[src/logic/mera_bus_pkg.sv]
package mera_bus_pkg;

	// --------------------
	// bus sizes
	// --------------------

	// installed memory modules
	localparam int num_modules = 4;

	// words per module
	localparam int module_words = 1024;

	// reply fifo depth, also starting credit
	localparam int credits_per_module = 4;

	// field widths of one bus cycle
	localparam int nb_width = 4;
	localparam int tag_width = 4;
	localparam int word_width = 16;
	localparam int ad_width = 16;

	// low address bits that pick a word, upper bits alias
	localparam int word_sel_width = $clog2(module_words);

	// module index taken from the low nb bits
	localparam int mod_sel_width = $clog2(num_modules);

	// credit counter / fifo fill level, counts 0..depth
	localparam int cnt_width = $clog2(credits_per_module + 1);

	// fifo pointer, depth is a power of two so it wraps on its own
	localparam int ptr_width = $clog2(credits_per_module);

	// reply sources seen by the merger
	// modules first, the nomem slot last
	localparam int num_sources = num_modules + 1;
	localparam int src_width = $clog2(num_sources);

	typedef logic [cnt_width-1:0] credit_t;
	typedef logic [ptr_width-1:0] fifo_ptr_t;
	typedef logic [src_width-1:0] src_ptr_t;

	// --------------------
	// encodings
	// --------------------

	// requester operations
	typedef enum logic [1:0] {
		op_write,
		op_read,
		op_sem
	} bus_op_e;

	// reply kinds
	// ok for writes, en with data, nomem for empty blocks
	typedef enum logic [1:0] {
		rep_ok,
		rep_en,
		rep_nomem
	} reply_e;

	// --------------------
	// bus records
	// --------------------

	// one bus cycle, 42 bits
	typedef struct packed {
		bus_op_e op;
		logic [nb_width-1:0] nb;
		logic [ad_width-1:0] ad;
		logic [word_width-1:0] dt;
		logic [tag_width-1:0] tag;
	} bus_req_t;

	// one reply, 22 bits
	typedef struct packed {
		reply_e kind;
		logic [word_width-1:0] dt;
		logic [tag_width-1:0] tag;
	} bus_rep_t;

endpackage

[src/logic/reply_merge.sv]
module reply_merge (
	input logic clk_sys,
	input logic rst,
	// module fifos
	input mera_bus_pkg::bus_rep_t fifo_head [mera_bus_pkg::num_modules],
	input logic [mera_bus_pkg::num_modules-1:0] fifo_nonempty,
	output logic [mera_bus_pkg::num_modules-1:0] pop,
	// nomem slot
	input mera_bus_pkg::bus_rep_t nomem_rep,
	input logic nomem_full,
	output logic nomem_pop,
	// requester side
	output mera_bus_pkg::bus_rep_t rep,
	output logic rep_valid,
	input logic rep_ready
);

	logic [mera_bus_pkg::num_sources-1:0] src_req;
	mera_bus_pkg::bus_rep_t src_rep [mera_bus_pkg::num_sources];
	mera_bus_pkg::src_ptr_t rr_ptr;
	mera_bus_pkg::src_ptr_t sel_idx;
	logic sel_found;
	logic out_free;
	logic take;

	// modules 0..3, then the nomem slot
	always_comb begin
		for (int i = 0; i < mera_bus_pkg::num_modules; i++) begin
			src_req[i] = fifo_nonempty[i];
			src_rep[i] = fifo_head[i];
		end
		src_req[mera_bus_pkg::num_modules] = nomem_full;
		src_rep[mera_bus_pkg::num_modules] = nomem_rep;
	end

	// first waiting source at or after the pointer
	always_comb begin
		int idx;
		sel_found = 1'b0;
		sel_idx = '0;
		for (int k = 0; k < mera_bus_pkg::num_sources; k++) begin
			idx = int'(rr_ptr) + k;
			if (idx >= mera_bus_pkg::num_sources) begin
				idx = idx - mera_bus_pkg::num_sources;
			end
			if (!sel_found && src_req[idx]) begin
				sel_found = 1'b1;
				sel_idx = mera_bus_pkg::src_ptr_t'(idx);
			end
		end
	end

	// output register free or draining this cycle
	assign out_free = !rep_valid || rep_ready;
	assign take = sel_found && out_free;

	always_comb begin
		for (int i = 0; i < mera_bus_pkg::num_modules; i++) begin
			pop[i] = take && sel_idx == mera_bus_pkg::src_ptr_t'(i);
		end
		nomem_pop = take &&
			sel_idx == mera_bus_pkg::src_ptr_t'(mera_bus_pkg::num_modules);
	end

	always_ff @(posedge clk_sys) begin
		if (rst) begin
			rr_ptr <= '0;
			rep_valid <= 1'b0;
		end else if (take) begin
			rep_valid <= 1'b1;
			// skip past the source just served
			rr_ptr <= (sel_idx == mera_bus_pkg::src_ptr_t'(mera_bus_pkg::num_sources - 1)) ?
				'0 : sel_idx + 1'b1;
		end else if (rep_ready) begin
			rep_valid <= 1'b0;
		end
	end

	always_ff @(posedge clk_sys) begin
		if (take) begin
			rep <= src_rep[sel_idx];
		end
	end

	// requester sees a held reply
	a_rep_hold: assert property (@(posedge clk_sys) disable iff (rst)
		rep_valid && !rep_ready |=> rep_valid && $stable(rep));

endmodule

[config.mk]
export PLATFORM = sky130hd
export DESIGN_NAME = reply_merge
export DESIGN_NICKNAME = d
export VERILOG_FILES = /design/src/logic/mera_bus_pkg.sv /design/src/logic/reply_merge.sv
export SDC_FILE = /design/constraint.sdc
export NUM_CORES = 1
export LEC_CHECK = 0
export ABC_AREA = 1
export BUFFER_PORTS_ARGS = -buffer_cell sky130_fd_sc_hd__buf_2
export CAP_MARGIN = 10
export CORE_ASPECT_RATIO = 1.75
export CORE_MARGIN = 2
export CORE_UTILIZATION = 48
export CTS_BUF_LIST = sky130_fd_sc_hd__clkbuf_4 sky130_fd_sc_hd__clkbuf_8 sky130_fd_sc_hd__clkbuf_16
export DETAILED_ROUTE_END_ITERATION = 7
export PLACE_DENSITY = 0.78
export SYNTH_ARGS = -nofsm -noshare
export SYNTH_HDL_FRONTEND = slang
export SYNTH_SLANG_ARGS = --single-unit
[constraint.sdc]
create_clock -name clk_sys -period 5 [get_ports clk_sys]
set_clock_uncertainty 0.2 [all_clocks]
set_input_delay 1 -clock clk_sys [delete_from_list [all_inputs] [get_ports clk_sys]]
set_output_delay 1 -clock clk_sys [all_outputs]
set_load 0.01 [all_outputs]
Word level (Yosys, flattened, before mapping)
Index checks and enable logic that the tools add are counted.

Bits in registers: 26. Word-level logic and storage cells: 85.

$add $sub $neg: 10. Magnitude comparators: 11. Equality and inequality tests: 4. Muxes and demuxes: 36. Bitwise logic cells: 1. Reduce and logical (&&, ||, !) cells: 18.

Operator list (count): $lt A32 B5 Y1 const B (5); $mux W32 (5); $bmux W22 S3 (1); $mux W22 (2); $sub A4 B3 Y5 const B (4); $mux W3 (6); $mux W1 (17); $ge A4 B3 Y1 const B (4); $bmux W1 S3 (5); $logic_and A1 B1 Y1 (10); $add A3 B2 Y4 const B (2); $eq A3 B2 Y1 const B (2); $logic_not A1 Y1 (5); $add A3 B1 Y4 const B (1); $add A3 B3 Y4 const B (1); $ge A4 B4 Y1 const B (1); $not A3 Y4 (1); $sub A3 B3 Y4 const B (1); $add A3 B1 Y3 const B (1); $eq A3 B1 Y1 const B (1); $eq A3 B3 Y1 const B (1); $ge A3 B3 Y1 const B (1); $logic_not A3 Y1 (1); $reduce_bool A2 Y1 (1); $logic_or A1 B1 Y1 (1).

Logic depth before layout (Yosys ltp)
Depth after elaboration: 22. Gate-level depth with buffers: 26. Gate-level depth less buffers: 25.

Least setup slack after synthesis
No wires, ideal clock.

Kind: reg-to-output. Start: register rr_ptr[1]. End: output port pop[0] (netlist bit). Arrival: 3.727 ns. Data required time: 3.800 ns. Slack: 0.073 ns. Stages on the path, launching flop included: 18. Buffers on the path: 0. Path through: dfxtp_1 inv_1 ha_1 nand2_1 nand3_2 nand2_1 nand2_1 nand2_1 nand3_1 nand2_1 nand2_1 o21ai_2 nor2_8 nand2_1 nor2_1 nor2_1 inv_1 nor3_1.

Word-level cells in the longest chain between the ends: 20. Elaborated cells between the ends (all ways): 55.

Ends and longest elaborated chain: from (decl) (line reply_merge.sv:20) `mera_bus_pkg::src_ptr_t rr_ptr;`; from (signal assigned) (line reply_merge.sv:72) `rr_ptr <= (sel_idx == mera_bus_pkg::src_ptr_t'(mera_bus_pkg::num_sources - 1)) ?`; parallel branches: the longest is 17 deep, another holds $sub A4 B3 Y5; $mux W1 (*) (line reply_merge.sv:46) `if (!sel_found && src_req[idx]) begin`; $logic_and A1 B1 Y1 (*) (line reply_merge.sv:55) `assign take = sel_found && out_free;`; via take (line reply_merge.sv:24) `logic take;`; $logic_and A1 B1 Y1 (*) (line reply_merge.sv:59) `pop[i] = take && sel_idx == mera_bus_pkg::src_ptr_t'(i);`; to (decl) (line reply_merge.sv:7) `output logic [mera_bus_pkg::num_modules-1:0] pop,`.

Mark *: on every way through the listed nets, which the timed path passes. The select of a mux whose other input is x is not followed.

Worst setup path after layout
Start: register rr_ptr[1]. End: output port pop[0] (netlist bit).

Word-level cells in the longest chain between the ends: 20. Elaborated cells between the ends (all ways): 55.

Ends and longest elaborated chain (line): parallel branches: the longest is 19 deep, another holds $sub A4 B3 Y5; $logic_and A1 B1 Y1 (*) (reply_merge.sv:59).

Every way passes the cells marked *. The select of a mux whose other input is x is not followed.

==> flow_summary.yaml <==
yosys:
  ys_seq_area_share_pct: 24.20
  async_flop_share_pct: 0
  synth_area_um2: 3060
  synth_edf_count: 22
  ys_warn_count: 0
  syn-mean-instance-area_um2: 5.829
  synth_cells: 525
  ys_seq_elements: 26
  synth_cell_types: 35
  syn_nets: 654
  synth_top_flop_cell: "edfxtp_1"
grt:
  grt_util_met1_pct: 30.64
  grt_busiest_layer: "met2"
  grt_max_degree: 45
  grt_pass1_wl_mm: 15.54
  gr-total-overflow: 0
  grtUsageMet2_pct: 51.79
  grt_pass1_vias: 3559
  grtUsageMet3_pct: 3.071
  grt_use_total_pct: 27.88
  antenna_found_initial: 0
clocking:
  cts_tree: "yes"
  cts_buffers: 3
  cts_buffer_depth: 2
  htreeDepth: 1
  worstSkewPairLatency_ps: 280
  clkSinkCount: 26
  hold_buffers: 0
  postCtsSetupRepairBufs: 0
  cts_resized: 0
  root_buffer: "clkbuf_8"
  path_clk_slew_ps: 100
timing:
  drv_slew: 0
  period_share_pct: 91.44
  max_freq_mhz: 218.7
  slew_headroom_pct: 39.27
  finalHoldViolations: 0
  finalSetupViolCount: 0
  finalCriticalPeriod_ps: 4572
  worstMarginPinSlew_ps: 908.8
  setup_tns_ps: 0
  rsz0062_at_grt: "no"
cells_and_area:
  area_growth_pct: 27.51
  seqCellArea_um2: 743.2
  fin_nets: 789
  multi_input_area_um2: 2056
  diodes: 0
  finish.instance_area_um2: 3902
  fillers: 630
  drive_above_1_share_pct: 28.22
route:
  drt_iter0_markers: 220
  num_vias: 3824
  avgViaCountPerCell: 5.175
  wl_per_cell_um: 13.45
  totalWireLength_mm: 9.937
  drc_errors: 0
  antenna_left: 0
  drt_first_pass_iters: 6
floorplan:
  dieHeight_um: 109.6
  core_area_um2: 6181
  die_area_um2: 7056
  chipWidth_um: 64.36
  initial_core_util_pct: 49.51
  ios: 146
  num_rows: 38
placement:
  io_buffers: 145
  place.gp.congestion: 1.023
  placed_cell_area_um2: 3819
  dp_hpwl_mm: 8.050
status:
  outcome: "complete, no violations"
worst_setup_path:
  setup.worst_path.start_class: "register"
  crit_chain: "inv_1 -> ha_2 -> inv_2 -> nand3_1 -> nand2_1 -> nand2_1 -> nand2_1 -> nand2_1 -> nand3_1 -> nand2_1 -> nand2_1 -> nand3_1 -> o21ai_0 -> nor2_1 -> nand3_2 -> inv_2 -> nand2_1 -> nor3_1 -> buf_2"
  end_kind: "output pin"
  path_class: "reg -> out"
  crit_slowest_cell: "ha_2"
  cp_common_cell: "nand2_1"
  r2r_slack_ps: 1090
  cp.arrival_ps: 3370
  critPathRequiredTime_ps: 3800
  critPathMaxFanout: 13
  slowest_delay_ps: 460
min_path:
  hold_path_class: "reg -> reg"
run:
  maxCapViolCount: 0
[cells by family after synthesis]
logic type               after synthesis  synth area share [%]
AND/OR/NAND/NOR                      397                 55.85
adder cells (fa/ha/maj)               11                 4.497
XOR/XNOR                               3                 1.104
flip-flops                            26                 24.20
AO/OA/AOI/OAI                         26                 5.315
buffers and inverters                 62                 9.035
[cells in the mapped netlist, types with 2 or more instances]
cell type	count	area, um^2
inv_2	7	26.28
nand3_1	72	360.4
buf_1	4	15.01
nor2_1	6	22.52
buf_2	11	55.05
o21ai_0	6	30.03
edfxtp_1	22	660.6
o21ai_1	6	30.03
dfxtp_1	4	80.08
nand3_2	6	60.06
nand2_2	3	18.77
buf_6	4	45.04
o211ai_1	2	15.01
o21ai_2	3	26.28
inv_1	32	120.1
a21oi_1	3	15.01
clkbuf_1	4	15.01
ha_1	11	137.6
nand2_1	292	1096
nand4_1	8	50.05
nor3_1	5	25.02
[routing by layer]
metal	part of all wire [%]	up-vias
met5	0	-
met4	4.4	0
met3	5.7	38
met2	53	167
met1	37	1670
li1	-	1949
[layout by cell type (no fill, tap or decap), types with 3 or more instances in the layout]
cell | netlist | layout
nand2_1 | 292 | 292
buf_2 | 11 | 145
nand3_1 | 72 | 72
inv_1 | 32 | 32
edfxtp_1 | 22 | 22
ha_1 | 11 | 10
nand4_1 | 8 | 8
buf_4 | 0 | 8
inv_2 | 7 | 7
o21ai_0 | 6 | 6
o21ai_1 | 6 | 6
nor2_1 | 6 | 5
nand3_2 | 6 | 5
nor3_1 | 5 | 5
o21ai_2 | 3 | 3
nand2_2 | 3 | 3
a21oi_1 | 3 | 3
clkbuf_8 | 0 | 3
[sequential cells by signal, indices dropped and copies added, names as in the netlist]
signal     cells
rep           22
rr_ptr         3
rep_valid      1
[layout make-up]
| cell class | instances | area share [%] |
|---|---|---|
| Multi-Input combinational cell | 437 | 52.68 |
| Timing Repair Buffer | 153 | 20.13 |
| Sequential cell | 26 | 19.04 |
| Inverter | 39 | 3.751 |
| Tap cell | 80 | 2.565 |
| Clock buffer | 3 | 1.058 |
| Clock inverter | 1 | 0.7695 |
[critical path, delay by kind of cell, from the launching register on]
| kind | cells | cell delay [ps] |
|---|---|---|
| compound gates | 1 | 100 |
| fa+ha+maj | 1 | 460 |
| simple gates | 13 | 1450 |
| flops | 1 | 430 |
| buf+inv | 4 | 660 |
[path summary, 6_finish.rpt]
kind / endpoint / startpoint / depth (start not counted)
setup / recovery: pop[0] / rr_ptr[1] / 19
hold / removal: rr_ptr[0] / rr_ptr[0] / 2
setup reg to reg: rep[15] / rr_ptr[2] / 21
hold reg to reg: rr_ptr[0] / rr_ptr[0] / 2
[stage by stage]
stage               worst slack (ps)  hold slack [ps]  utilization (%)  instances
global placement               654.3            364.8            61.78        735
floorplan                      73.17            323.2                -        525
finish                         428.1            332.9            63.14        739
global route                   43.27            358.0            63.14        739
detailed placement             593.3            379.9            61.78        735
CTS                            274.5            393.9            62.94        739
Power is not shown: default switching activity piles up to over one toggle a cycle in this logic, so the estimate is an artifact.
