File: config.mk
export PLATFORM = sky130hd
export DESIGN_NAME = bus_dispatch
export DESIGN_NICKNAME = d
export VERILOG_FILES = /design/src/logic/mera_bus_pkg.sv /design/src/logic/bus_dispatch.sv
export SDC_FILE = /design/constraint.sdc
export NUM_CORES = 1
export LEC_CHECK = 0
export BUFFER_PORTS_ARGS = -buffer_cell sky130_fd_sc_hd__buf_2
export CORE_MARGIN = 2
export CORE_UTILIZATION = 43
export CTS_CLUSTER_DIAMETER = 100
export CTS_CLUSTER_SIZE = 30
export DETAILED_ROUTE_END_ITERATION = 12
export GPL_TIMING_DRIVEN = 0
export HOLD_SLACK_MARGIN = 0.06
export PLACE_DENSITY_LB_ADDON = 0.2
export SKIP_CTS_REPAIR_TIMING = 1
export SKIP_LAST_GASP = 1
export SLEW_MARGIN = 20
export SYNTH_ARGS = -nofsm -noshare
export SYNTH_HDL_FRONTEND = slang
export SYNTH_SLANG_ARGS = --single-unit
File: constraint.sdc
create_clock -name clk_sys -period 2.9 [get_ports clk_sys]
set_clock_uncertainty 0.1 [all_clocks]
set_input_delay 0.87 -clock clk_sys [delete_from_list [all_inputs] [get_ports clk_sys]]
set_output_delay 0.87 -clock clk_sys [all_outputs]
set_load 0.005 [all_outputs]
File: src/logic/mera_bus_pkg.sv
package mera_bus_pkg;

	// --------------------
	// bus sizes
	// --------------------

	// installed memory modules
	localparam int num_modules = 4;

	// words per module
	localparam int module_words = 1024;

	// reply fifo depth, also starting credit
	localparam int credits_per_module = 4;

	// field widths of one bus cycle
	localparam int nb_width = 4;
	localparam int tag_width = 4;
	localparam int word_width = 16;
	localparam int ad_width = 16;

	// low address bits that pick a word, upper bits alias
	localparam int word_sel_width = $clog2(module_words);

	// module index taken from the low nb bits
	localparam int mod_sel_width = $clog2(num_modules);

	// credit counter / fifo fill level, counts 0..depth
	localparam int cnt_width = $clog2(credits_per_module + 1);

	// fifo pointer, depth is a power of two so it wraps on its own
	localparam int ptr_width = $clog2(credits_per_module);

	// reply sources seen by the merger
	// modules first, the nomem slot last
	localparam int num_sources = num_modules + 1;
	localparam int src_width = $clog2(num_sources);

	typedef logic [cnt_width-1:0] credit_t;
	typedef logic [ptr_width-1:0] fifo_ptr_t;
	typedef logic [src_width-1:0] src_ptr_t;

	// --------------------
	// encodings
	// --------------------

	// requester operations
	typedef enum logic [1:0] {
		op_write,
		op_read,
		op_sem
	} bus_op_e;

	// reply kinds
	// ok for writes, en with data, nomem for empty blocks
	typedef enum logic [1:0] {
		rep_ok,
		rep_en,
		rep_nomem
	} reply_e;

	// --------------------
	// bus records
	// --------------------

	// one bus cycle, 42 bits
	typedef struct packed {
		bus_op_e op;
		logic [nb_width-1:0] nb;
		logic [ad_width-1:0] ad;
		logic [word_width-1:0] dt;
		logic [tag_width-1:0] tag;
	} bus_req_t;

	// one reply, 22 bits
	typedef struct packed {
		reply_e kind;
		logic [word_width-1:0] dt;
		logic [tag_width-1:0] tag;
	} bus_rep_t;

endpackage

File: src/logic/bus_dispatch.sv
module bus_dispatch (
	input logic clk_sys,
	input logic rst,
	// requester side
	input mera_bus_pkg::bus_req_t req,
	input logic req_valid,
	output logic req_ready,
	// toward the memory modules
	output mera_bus_pkg::bus_req_t mod_req,
	output logic [mera_bus_pkg::num_modules-1:0] mod_push,
	input logic [mera_bus_pkg::num_modules-1:0] credit_ret,
	// no memory slot
	output mera_bus_pkg::bus_rep_t nomem_rep,
	output logic nomem_full,
	input logic nomem_pop
);

	// staged bus cycle
	logic stg_valid;
	mera_bus_pkg::bus_req_t stg;

	// decode of the staged nb
	logic stg_in_range;
	logic [mera_bus_pkg::mod_sel_width-1:0] stg_idx;
	logic stg_go;
	logic accept;

	// one counter per module
	mera_bus_pkg::credit_t credit [mera_bus_pkg::num_modules];

	// --------------------
	// request stage
	// --------------------

	assign stg_in_range = stg.nb < mera_bus_pkg::nb_width'(mera_bus_pkg::num_modules);
	assign stg_idx = stg.nb[mera_bus_pkg::mod_sel_width-1:0];

	// stage empties toward a module with credit
	// or into a free nomem slot
	assign stg_go = stg_valid &&
		(stg_in_range ? (credit[stg_idx] != '0) : !nomem_full);

	// stall while a cycle waits or nomem reply is pending
	assign req_ready = (!stg_valid || stg_go) && !nomem_full;
	assign accept = req_valid && req_ready;

	always_ff @(posedge clk_sys) begin
		if (rst) begin
			stg_valid <= 1'b0;
		end else if (accept) begin
			stg_valid <= 1'b1;
		end else if (stg_go) begin
			stg_valid <= 1'b0;
		end
	end

	always_ff @(posedge clk_sys) begin
		if (accept) begin
			stg <= req;
		end
	end

	// all modules see the same cycle, push selects one
	assign mod_req = stg;

	always_comb begin
		mod_push = '0;
		if (stg_go && stg_in_range) begin
			mod_push[stg_idx] = 1'b1;
		end
	end

	// --------------------
	// credit counters
	// --------------------

	// spent on push, given back when the merger pops
	always_ff @(posedge clk_sys) begin
		for (int i = 0; i < mera_bus_pkg::num_modules; i++) begin
			if (rst) begin
				credit[i] <= mera_bus_pkg::credit_t'(mera_bus_pkg::credits_per_module);
			end else begin
				credit[i] <= credit[i] + mera_bus_pkg::credit_t'(credit_ret[i])
					- mera_bus_pkg::credit_t'(mod_push[i]);
			end
		end
	end

	for (genvar i = 0; i < mera_bus_pkg::num_modules; i++) begin : g_credit_chk
		// returns never outnumber pushes
		a_credit_max: assert property (@(posedge clk_sys) disable iff (rst)
			credit[i] <= mera_bus_pkg::credit_t'(mera_bus_pkg::credits_per_module));
		// module fifo has room for every push
		a_push_credit: assert property (@(posedge clk_sys) disable iff (rst)
			mod_push[i] |-> credit[i] != '0);
	end

	// --------------------
	// nomem slot
	// --------------------

	always_ff @(posedge clk_sys) begin
		if (rst) begin
			nomem_full <= 1'b0;
		end else if (stg_go && !stg_in_range) begin
			nomem_full <= 1'b1;
		end else if (nomem_pop) begin
			nomem_full <= 1'b0;
		end
	end

	// reply keeps the tag of the cycle
	always_ff @(posedge clk_sys) begin
		if (stg_go && !stg_in_range) begin
			nomem_rep <= '{kind: mera_bus_pkg::rep_nomem, dt: '0, tag: stg.tag};
		end
	end

endmodule

Word-level counts from Yosys, hierarchy flattened
Memories as Yosys holds them, arrays and structs flattened. A register that Yosys moved wholly into a read port is not among the register bits.
Cells that the tools add are included.
- $add $sub $neg: 8
- $lt $le $gt $ge: 3
- mux-type cells: 16
- bitwise logic cells: 4
- reductions and logical operators: 13
- operators with widths (operator ; number):
    adder 3 x 1 -> 3 bit ; 4
    2-to-1 mux 3 bit ; 4
    subtractor 3 x 1 -> 3 bit ; 4
    2-to-1 mux 1 bit ; 9
    logical AND 1 bit ; 6
    < comparator 4 x 3 -> 1 bit (second input constant) ; 1
    2-to-1 mux 4 bit ; 1
    OR 1 bit ; 4
    nonzero test 2 bit ; 2
    zero test 1 bit ; 3
    < comparator 2 x 3 -> 1 bit (second input constant) ; 1
    nonzero test 3 bit ; 1
    demux 1 bit (select 2 bit) ; 1
    >= comparator 2 x 1 -> 1 bit (second input constant) ; 1
    2-to-1 mux 2 bit ; 1
    logical OR 1 bit ; 1
- register bits after elaboration: 48
- RAM bits: 12
- bits of input ports: 50
- output and inout port bits: 70
- logic and storage cells: 53
- memories kept: 1
- memories (memory ; words ; bits a word ; rd ports ; clocked after Yosys merged registers in ; write ports ; line ; text):
    credit ; 4 ; 3 ; 5 ; 1 ; 4 ; bus_dispatch.sv:29 ; mera_bus_pkg::credit_t credit [mera_bus_pkg::num_modules];

Logic depth before layout (Yosys ltp)
Gate-level depths: netlist of run 1.
- depth after elaboration: 7
- gate-level depth with buffers: 12

Worst setup path after synthesis of run 1
Ideal clock, no wire load.
- kind: register -> register
- start point: memory credit[2][1] in the netlist's numbering
- end point: memory credit[1][2] in the netlist's numbering
- library setup time: 0.117 ns
- arrival: 2.360 ns
- setup slack: 0.323 ns
- stages on the path, launching flop included: 13
- buffers on the path: 0
- cell sequence: dfxtp_1 > nor4_1 > nor3_1 > nor2_1 > nor4b_1 > ha_1 > inv_1 > ha_1 > inv_1 > fa_1 > xor2_1 > xnor2_1 > nand2b_1
- RTL lines (element ; line):
    start, declared ; bus_dispatch.sv:29

==> results.py, run 1 <==
metrics = {
    "status": {
        "status": "complete, no violations",
    },
    "timing": {
        "slew_violations": 0,
        "setup_tns_ps": 0,
        "fmax_mhz": 369,
        "period_share_pct": 93.5,
        "worst_pin_slew_ps": 665,
        "hold_viol": 0,
        "layout_setup_ws_ps": 190,
        "setup_viol": 0,
        "rsz0062_at_grt": "false",
        "period_minus_slack_ps": 2710,
        "relSlewSlack_pct": 55.6,
    },
    "logic_synthesis": {
        "synth_edf_count": 46,
        "seq_area_frac_synth_pct": 69.9,
        "synth.distinct_cells": 26,
        "syn_inst": 159,
        "yosysMostFrequentCell": "edfxtp_1",
        "synthFlopType": "edfxtp_1",
        "synth_top_cell_area_share_pct": 56.7,
        "synthTopCellsByCount": "edfxtp_1 (46), buf_4 (18), dfxtp_1 (16), inv_1 (16), ha_1 (8)",
        "synth.avg_cell_area_um2": 15.3,
        "yosysTopAreaCell": "edfxtp_1",
        "ys_warn_count": 0,
        "ys_async_sr_fraction_pct": 0,
        "syn_area_um2": 2430,
        "ys_ff_latch": 62,
        "synthTopCellsByArea": "edfxtp_1 (57%), dfxtp_1 (13%), buf_4 (5.5%)",
    },
    "grt": {
        "grt_usage_pct": 14.9,
        "grt_max_degree": 24,
        "grt_pass1_wl_mm": 6.60,
        "first_global_vias": 1532,
        "antenna_found_initial": 0,
        "overflow": 0,
    },
    "floorplanning": {
        "die_w_um": 79.3,
        "initial_utilization_pct": 44.5,
        "ios": 120,
        "core_area_um2": 5470,
        "die_area_um2": 6280,
        "die_h_um": 79.3,
        "rows": 27,
    },
    "worst_setup_path": {
        "cpPeakStageDelay_ps": 410,
        "path_cells": "nor4_1, nor3_1, nor2_2, nor4b_2, buf_2",
        "arrival_ps": 1740,
        "worstSetupPathType": "flop to output port",
        "critPathRequiredTime_ps": 1930,
        "path_max_fanout": 5,
        "end_kind": "output port",
        "critPathLaunchType": "flop",
        "timing.rr.end": "credit[1][2]",
        "cp_top_family": "simple AND/OR/NAND/NOR gates",
        "cp.buffers_inverters": 1,
        "worstRegToRegCells": 12,
        "rrSetupSlack_ps": 210,
        "slowest_stage": "dfxtp_1",
    },
    "clocking": {
        "htree_levels": 3,
        "root_buffer": "clkbuf_8",
        "path_clk_slew_ps": 60,
        "insertion_delay_ps": 340,
        "cts.sinks": 62,
        "tritoncts": "built",
        "cts_buffer_depth": 2,
        "cts_buffers": 9,
    },
    "worst_hold_path": {
        "min_to": "nomem_rep[1]",
        "hold_start": "mod_req[1]",
        "holdCritPathClass": "flop to flop",
        "hold-path-cell-count": 0,
    },
    "place": {
        "portBuffers": 101,
        "detailed_place_hpwl_mm": 3.30,
        "globalplace.congestion": 0.771,
        "pre_cts_slack_ps": 57.4,
    },
    "pwr": {
        "clkPwrFrac_pct": 35.0,
        "leakage_nw": 1.52,
        "p_per_area_nw_per_um2": 609,
        "swShare_pct": 23.4,
        "intPower_mw": 1.56,
        "pwr-share-seq_pct": 53.0,
        "peakVddDrop_uv": 371,
        "power.switching_mw": 0.476,
        "total_power_mw": 2.03,
        "combPwrFrac_pct": 12.0,
    },
    "layout": {
        "antenna_cells": 0,
        "drive_gt1_share_pct": 49.5,
        "nNetsFinal": 350,
        "syn_to_final_growth_pct": 36.9,
    },
    "drt": {
        "first_pass_iters": 4,
        "vias": 1562,
        "drc": 0,
        "vias_per_cell": 4.28,
        "first_iter_violations": 28,
        "routed_wirelength_mm": 4.38,
        "routedWlPerCell_um": 12.0,
        "antenna_left": 0,
    },
    "flow_run": {
        "drv_cap": 0,
    },
}
[worst max-delay path by stage]
stage,endpoint,slack [ps],cells after the start
after floorplan,credit[1][2],320,12
after global placement,mod_req[30],-60,4
after detailed placement,credit[1][2],60,12
after CTS,mod_push[1],30,5
after global routing,credit[2][2],9,12
final,mod_push[1],190,5
[routing by layer]
metal | share of wire (%) | global-route usage, % | vias to the layer above | wire, µm
li1 | - | - | 772 | -
met1 | 39 | 16.2 | 684 | 1700
met2 | 45 | 21.9 | 93 | 1950
met3 | 13 | 8.07 | 13 | 577
met4 | 3.4 | 10.9 | 0 | 150
met5 | 0 | 0 | - | 0
[per-stage QoR]
step | cell area [µm²] | utilization, % | cells | hold slack [ps]
after floorplan | 2490 | - | 175 | 352
final | 3330 | 60.9 | 365 | 345
after global routing | 3330 | 60.9 | 365 | 371
after detailed placement | 3120 | 57.0 | 349 | 329
after CTS | 3310 | 60.4 | 365 | 345
after global placement | 3090 | 56.5 | 348 | 333
[placed cells by master (no fill, tap or decap), drive strengths merged]
cell type and count:
a21oi 2, a41oi 1, buf 120, bufinv 1, clkbuf 10, clkinv 3, clkinvlp 3, conb 18
dfxtp 16, edfxtp 46, fa 4, ha 8, inv 16, mux2 2, nand2 2, nand2b 5
nand3 1, nand3b 1, nor2 7, nor2b 5, nor3 3, nor3b 2, nor4 3, nor4b 3
o211ai 3, xnor2 5, xor2 3
[cell type report]
type / count / area [µm²]
well taps: 72 / 90.1
plain buffers: 19 / 139
clock buffers: 9 / 124
clock inverters: 7 / 65.1
multi-input cells: 78 / 622
inverters: 16 / 60.1
flip-flops and latches: 62 / 1700
fillers: 452 / 2140
repair buffers: 102 / 533
[cell families after synthesis]
family | count (synthesis) | synth area share (%)
AO/OA/AOI/OAI | 6 | 1.70
other | 2 | 0.308
AND/OR/NAND/NOR | 32 | 8.43
multiplexers | 2 | 1.23
XOR/XNOR | 8 | 2.88
adder cells (fa/ha/maj) | 12 | 7.40
buffers and inverters | 35 | 8.17
flip-flops | 62 | 69.9
[power groups by stage]
stage,clock network (mW),registers [mW],logic [mW]
6_report,0.712,1.08,0.243
2_1_floorplan,0,1.10,0.130
5_1_grt,0.763,1.09,0.276
3_3_place_gp,0,1.09,0.230
4_1_cts,0.737,1.08,0.242
3_5_place_dp,0,1.09,0.239
[sequential cells by signal (all words and copies together) (netlist names), named ones only]
name / flops
mod_req: 42
nomem_rep: 4
nomem_full: 1
stg_valid: 1
credit: 12
Power figures use the tool's default switching activity.
==> run 2, diff against run 1 <==
- CORE_UTILIZATION: 43 -> 35
- REMOVE_ABC_BUFFERS: unset -> 1
==> run 2 against run 1 <==
  * Setup slack lost 21 ps
  * Global-route usage shrank 2.6 points
  * Total power grew 2.3%
  * Critical path depth grew 1
  * Clock power grew 7.9%
  * Die area grew 22%
  * Clock-buffer cell count is the same
  * Register-to-register slack lost 20 ps
  * Combinational power shrank 6%
  * Largest cell class unchanged
==> results.py, run 2 (same netlist as run 1, synthesis figures left out) <==
metrics = {
    "worst_setup_path": {
        "cpPeakStageDelay_ps": 350,
        "worstRegToRegCells": 13,
        "slowest_stage": "dfxtp_2",
        "path_cells": "nor4b_2, nor3_1, nor2_2, buf_4, nor4b_4, buf_2",
        "timing.rr.end": "credit[1][2]",
        "worstSetupPathType": "flop to output port",
        "end_kind": "output port",
        "arrival_ps": 1760,
        "critPathLaunchType": "flop",
        "critPathRequiredTime_ps": 1930,
        "rrSetupSlack_ps": 190,
        "path_max_fanout": 5,
    },
    "layout": {
        "layout_commonest_cell": "buf_2",
        "antenna_cells": 0,
        "drive_gt1_share_pct": 48.7,
        "final_cell_mix": "buf_2 (101), edfxtp_1 (46), conb_1 (18), inv_1 (15), dfxtp_1 (13)",
        "syn_to_final_growth_pct": 33.4,
        "fin_util_pct": 48.1,
        "nNetsFinal": 332,
        "final_cells": 355,
        "largest_reg_flops": 42,
    },
    "clocking": {
        "path_clk_slew_ps": 70,
        "cts.sinks": 62,
        "insertion_delay_ps": 330,
        "cts_buffers": 9,
        "cts_buffer_depth": 2,
        "tritoncts": "built",
        "root_buffer": "clkbuf_8",
        "htree_levels": 3,
    },
    "place": {
        "portBuffers": 101,
        "pre_cts_slack_ps": 84.5,
        "detailed_place_hpwl_mm": 3.33,
        "dpl.cell_count": 338,
        "globalplace.congestion": 0.739,
    },
    "timing": {
        "setup_tns_ps": 0,
        "holdWs_ps": 348,
        "worst_pin_slew_ps": 667,
        "fmax_mhz": 366,
        "relSlewSlack_pct": 55.4,
        "hold_viol": 0,
        "slew_violations": 0,
        "period_minus_slack_ps": 2730,
        "period_share_pct": 94.2,
        "layout_setup_ws_ps": 168,
        "setup_viol": 0,
    },
    "pwr": {
        "peakVddDrop_uv": 408,
        "leakage_nw": 1.44,
        "p_per_area_nw_per_um2": 640,
    },
    "drt": {
        "routed_wirelength_mm": 4.51,
        "routedWlPerCell_um": 12.7,
        "drc": 0,
        "vias": 1521,
        "first_pass_iters": 4,
        "vias_per_cell": 4.28,
        "first_iter_violations": 28,
        "antenna_left": 0,
    },
    "floorplanning": {
        "die_h_um": 87.4,
        "die_w_um": 87.4,
        "ios": 120,
        "rows": 30,
        "die_area_um2": 7640,
        "core_area_um2": 6760,
        "initial_utilization_pct": 36.0,
    },
    "grt": {
        "grt_max_degree": 30,
        "first_global_vias": 1498,
        "grt_pass1_wl_mm": 6.77,
        "overflow": 0,
        "grt_usage_pct": 12.3,
        "antenna_found_initial": 0,
    },
    "worst_hold_path": {
        "hold_start": "mod_req[0]",
        "holdCritPathClass": "flop to flop",
        "min_to": "nomem_rep[0]",
        "hold-path-cell-count": 0,
    },
    "status": {
        "status": "complete, no violations",
    },
    "flow_run": {
        "drv_cap": 0,
    },
}
-- run 2: stage by stage --
stage / area, µm² / total power, mW
6_report: 3250 / 2.08
5_1_grt: 3250 / 2.19
4_1_cts: 3190 / 2.10
3_5_place_dp: 2980 / 1.31
3_3_place_gp: 2960 / 1.31
2_1_floorplan: 2360 / 1.21
-- run 2: final cells by class --
type | count | area [µm²]
clock buffers | 9 | 124
multi-input cells | 78 | 646
fillers | 589 | 3510
flip-flops and latches | 62 | 1710
clock inverters | 7 | 80.1
repair buffers | 103 | 533
inverters | 16 | 60.1
well taps | 80 | 100
-- run 2: worst max path at each step --
stage / cells after the start / startpoint / endpoint / slack [ps]
after floorplan: 12 / credit[2][1] / credit[1][2] / 320
after global placement: 4 / req_valid / mod_req[23] / -120
after detailed placement: 12 / credit[0][1] / credit[1][2] / 80
after CTS: 5 / credit[0][1] / mod_push[1] / 30
after global routing: 13 / flop / credit[1][2] / -40
final: 6 / flop / mod_push[1] / 170
-- run 2: power breakdown --
| group | leakage (nW) | internal (mW) | switching, mW |
|---|---|---|---|
| clock network | 0.0968 | 0.407 | 0.362 |
| registers | 0.578 | 1.04 | 0.0457 |
| logic | 0.763 | 0.120 | 0.109 |
-- run 2: metal layers --
| layer | GRT usage, % | share of wire (%) | vias to the layer above | wire [µm] |
|---|---|---|---|---|
| met5 | 0 | 0 | - | 0 |
| met4 | 5.45 | 2.5 | 0 | 111 |
| met3 | 8.63 | 13 | 12 | 569 |
| met2 | 18.8 | 46 | 89 | 2090 |
| met1 | 12.9 | 39 | 683 | 1750 |
| li1 | - | - | 737 | - |
-- run 2: worst max-delay path, delay by kind of cell (launching register included) --
family / cells / cell delay [ps]
DFF: 1 / 350
buffers and inverters: 2 / 340
and+or+nand+nor: 4 / 740
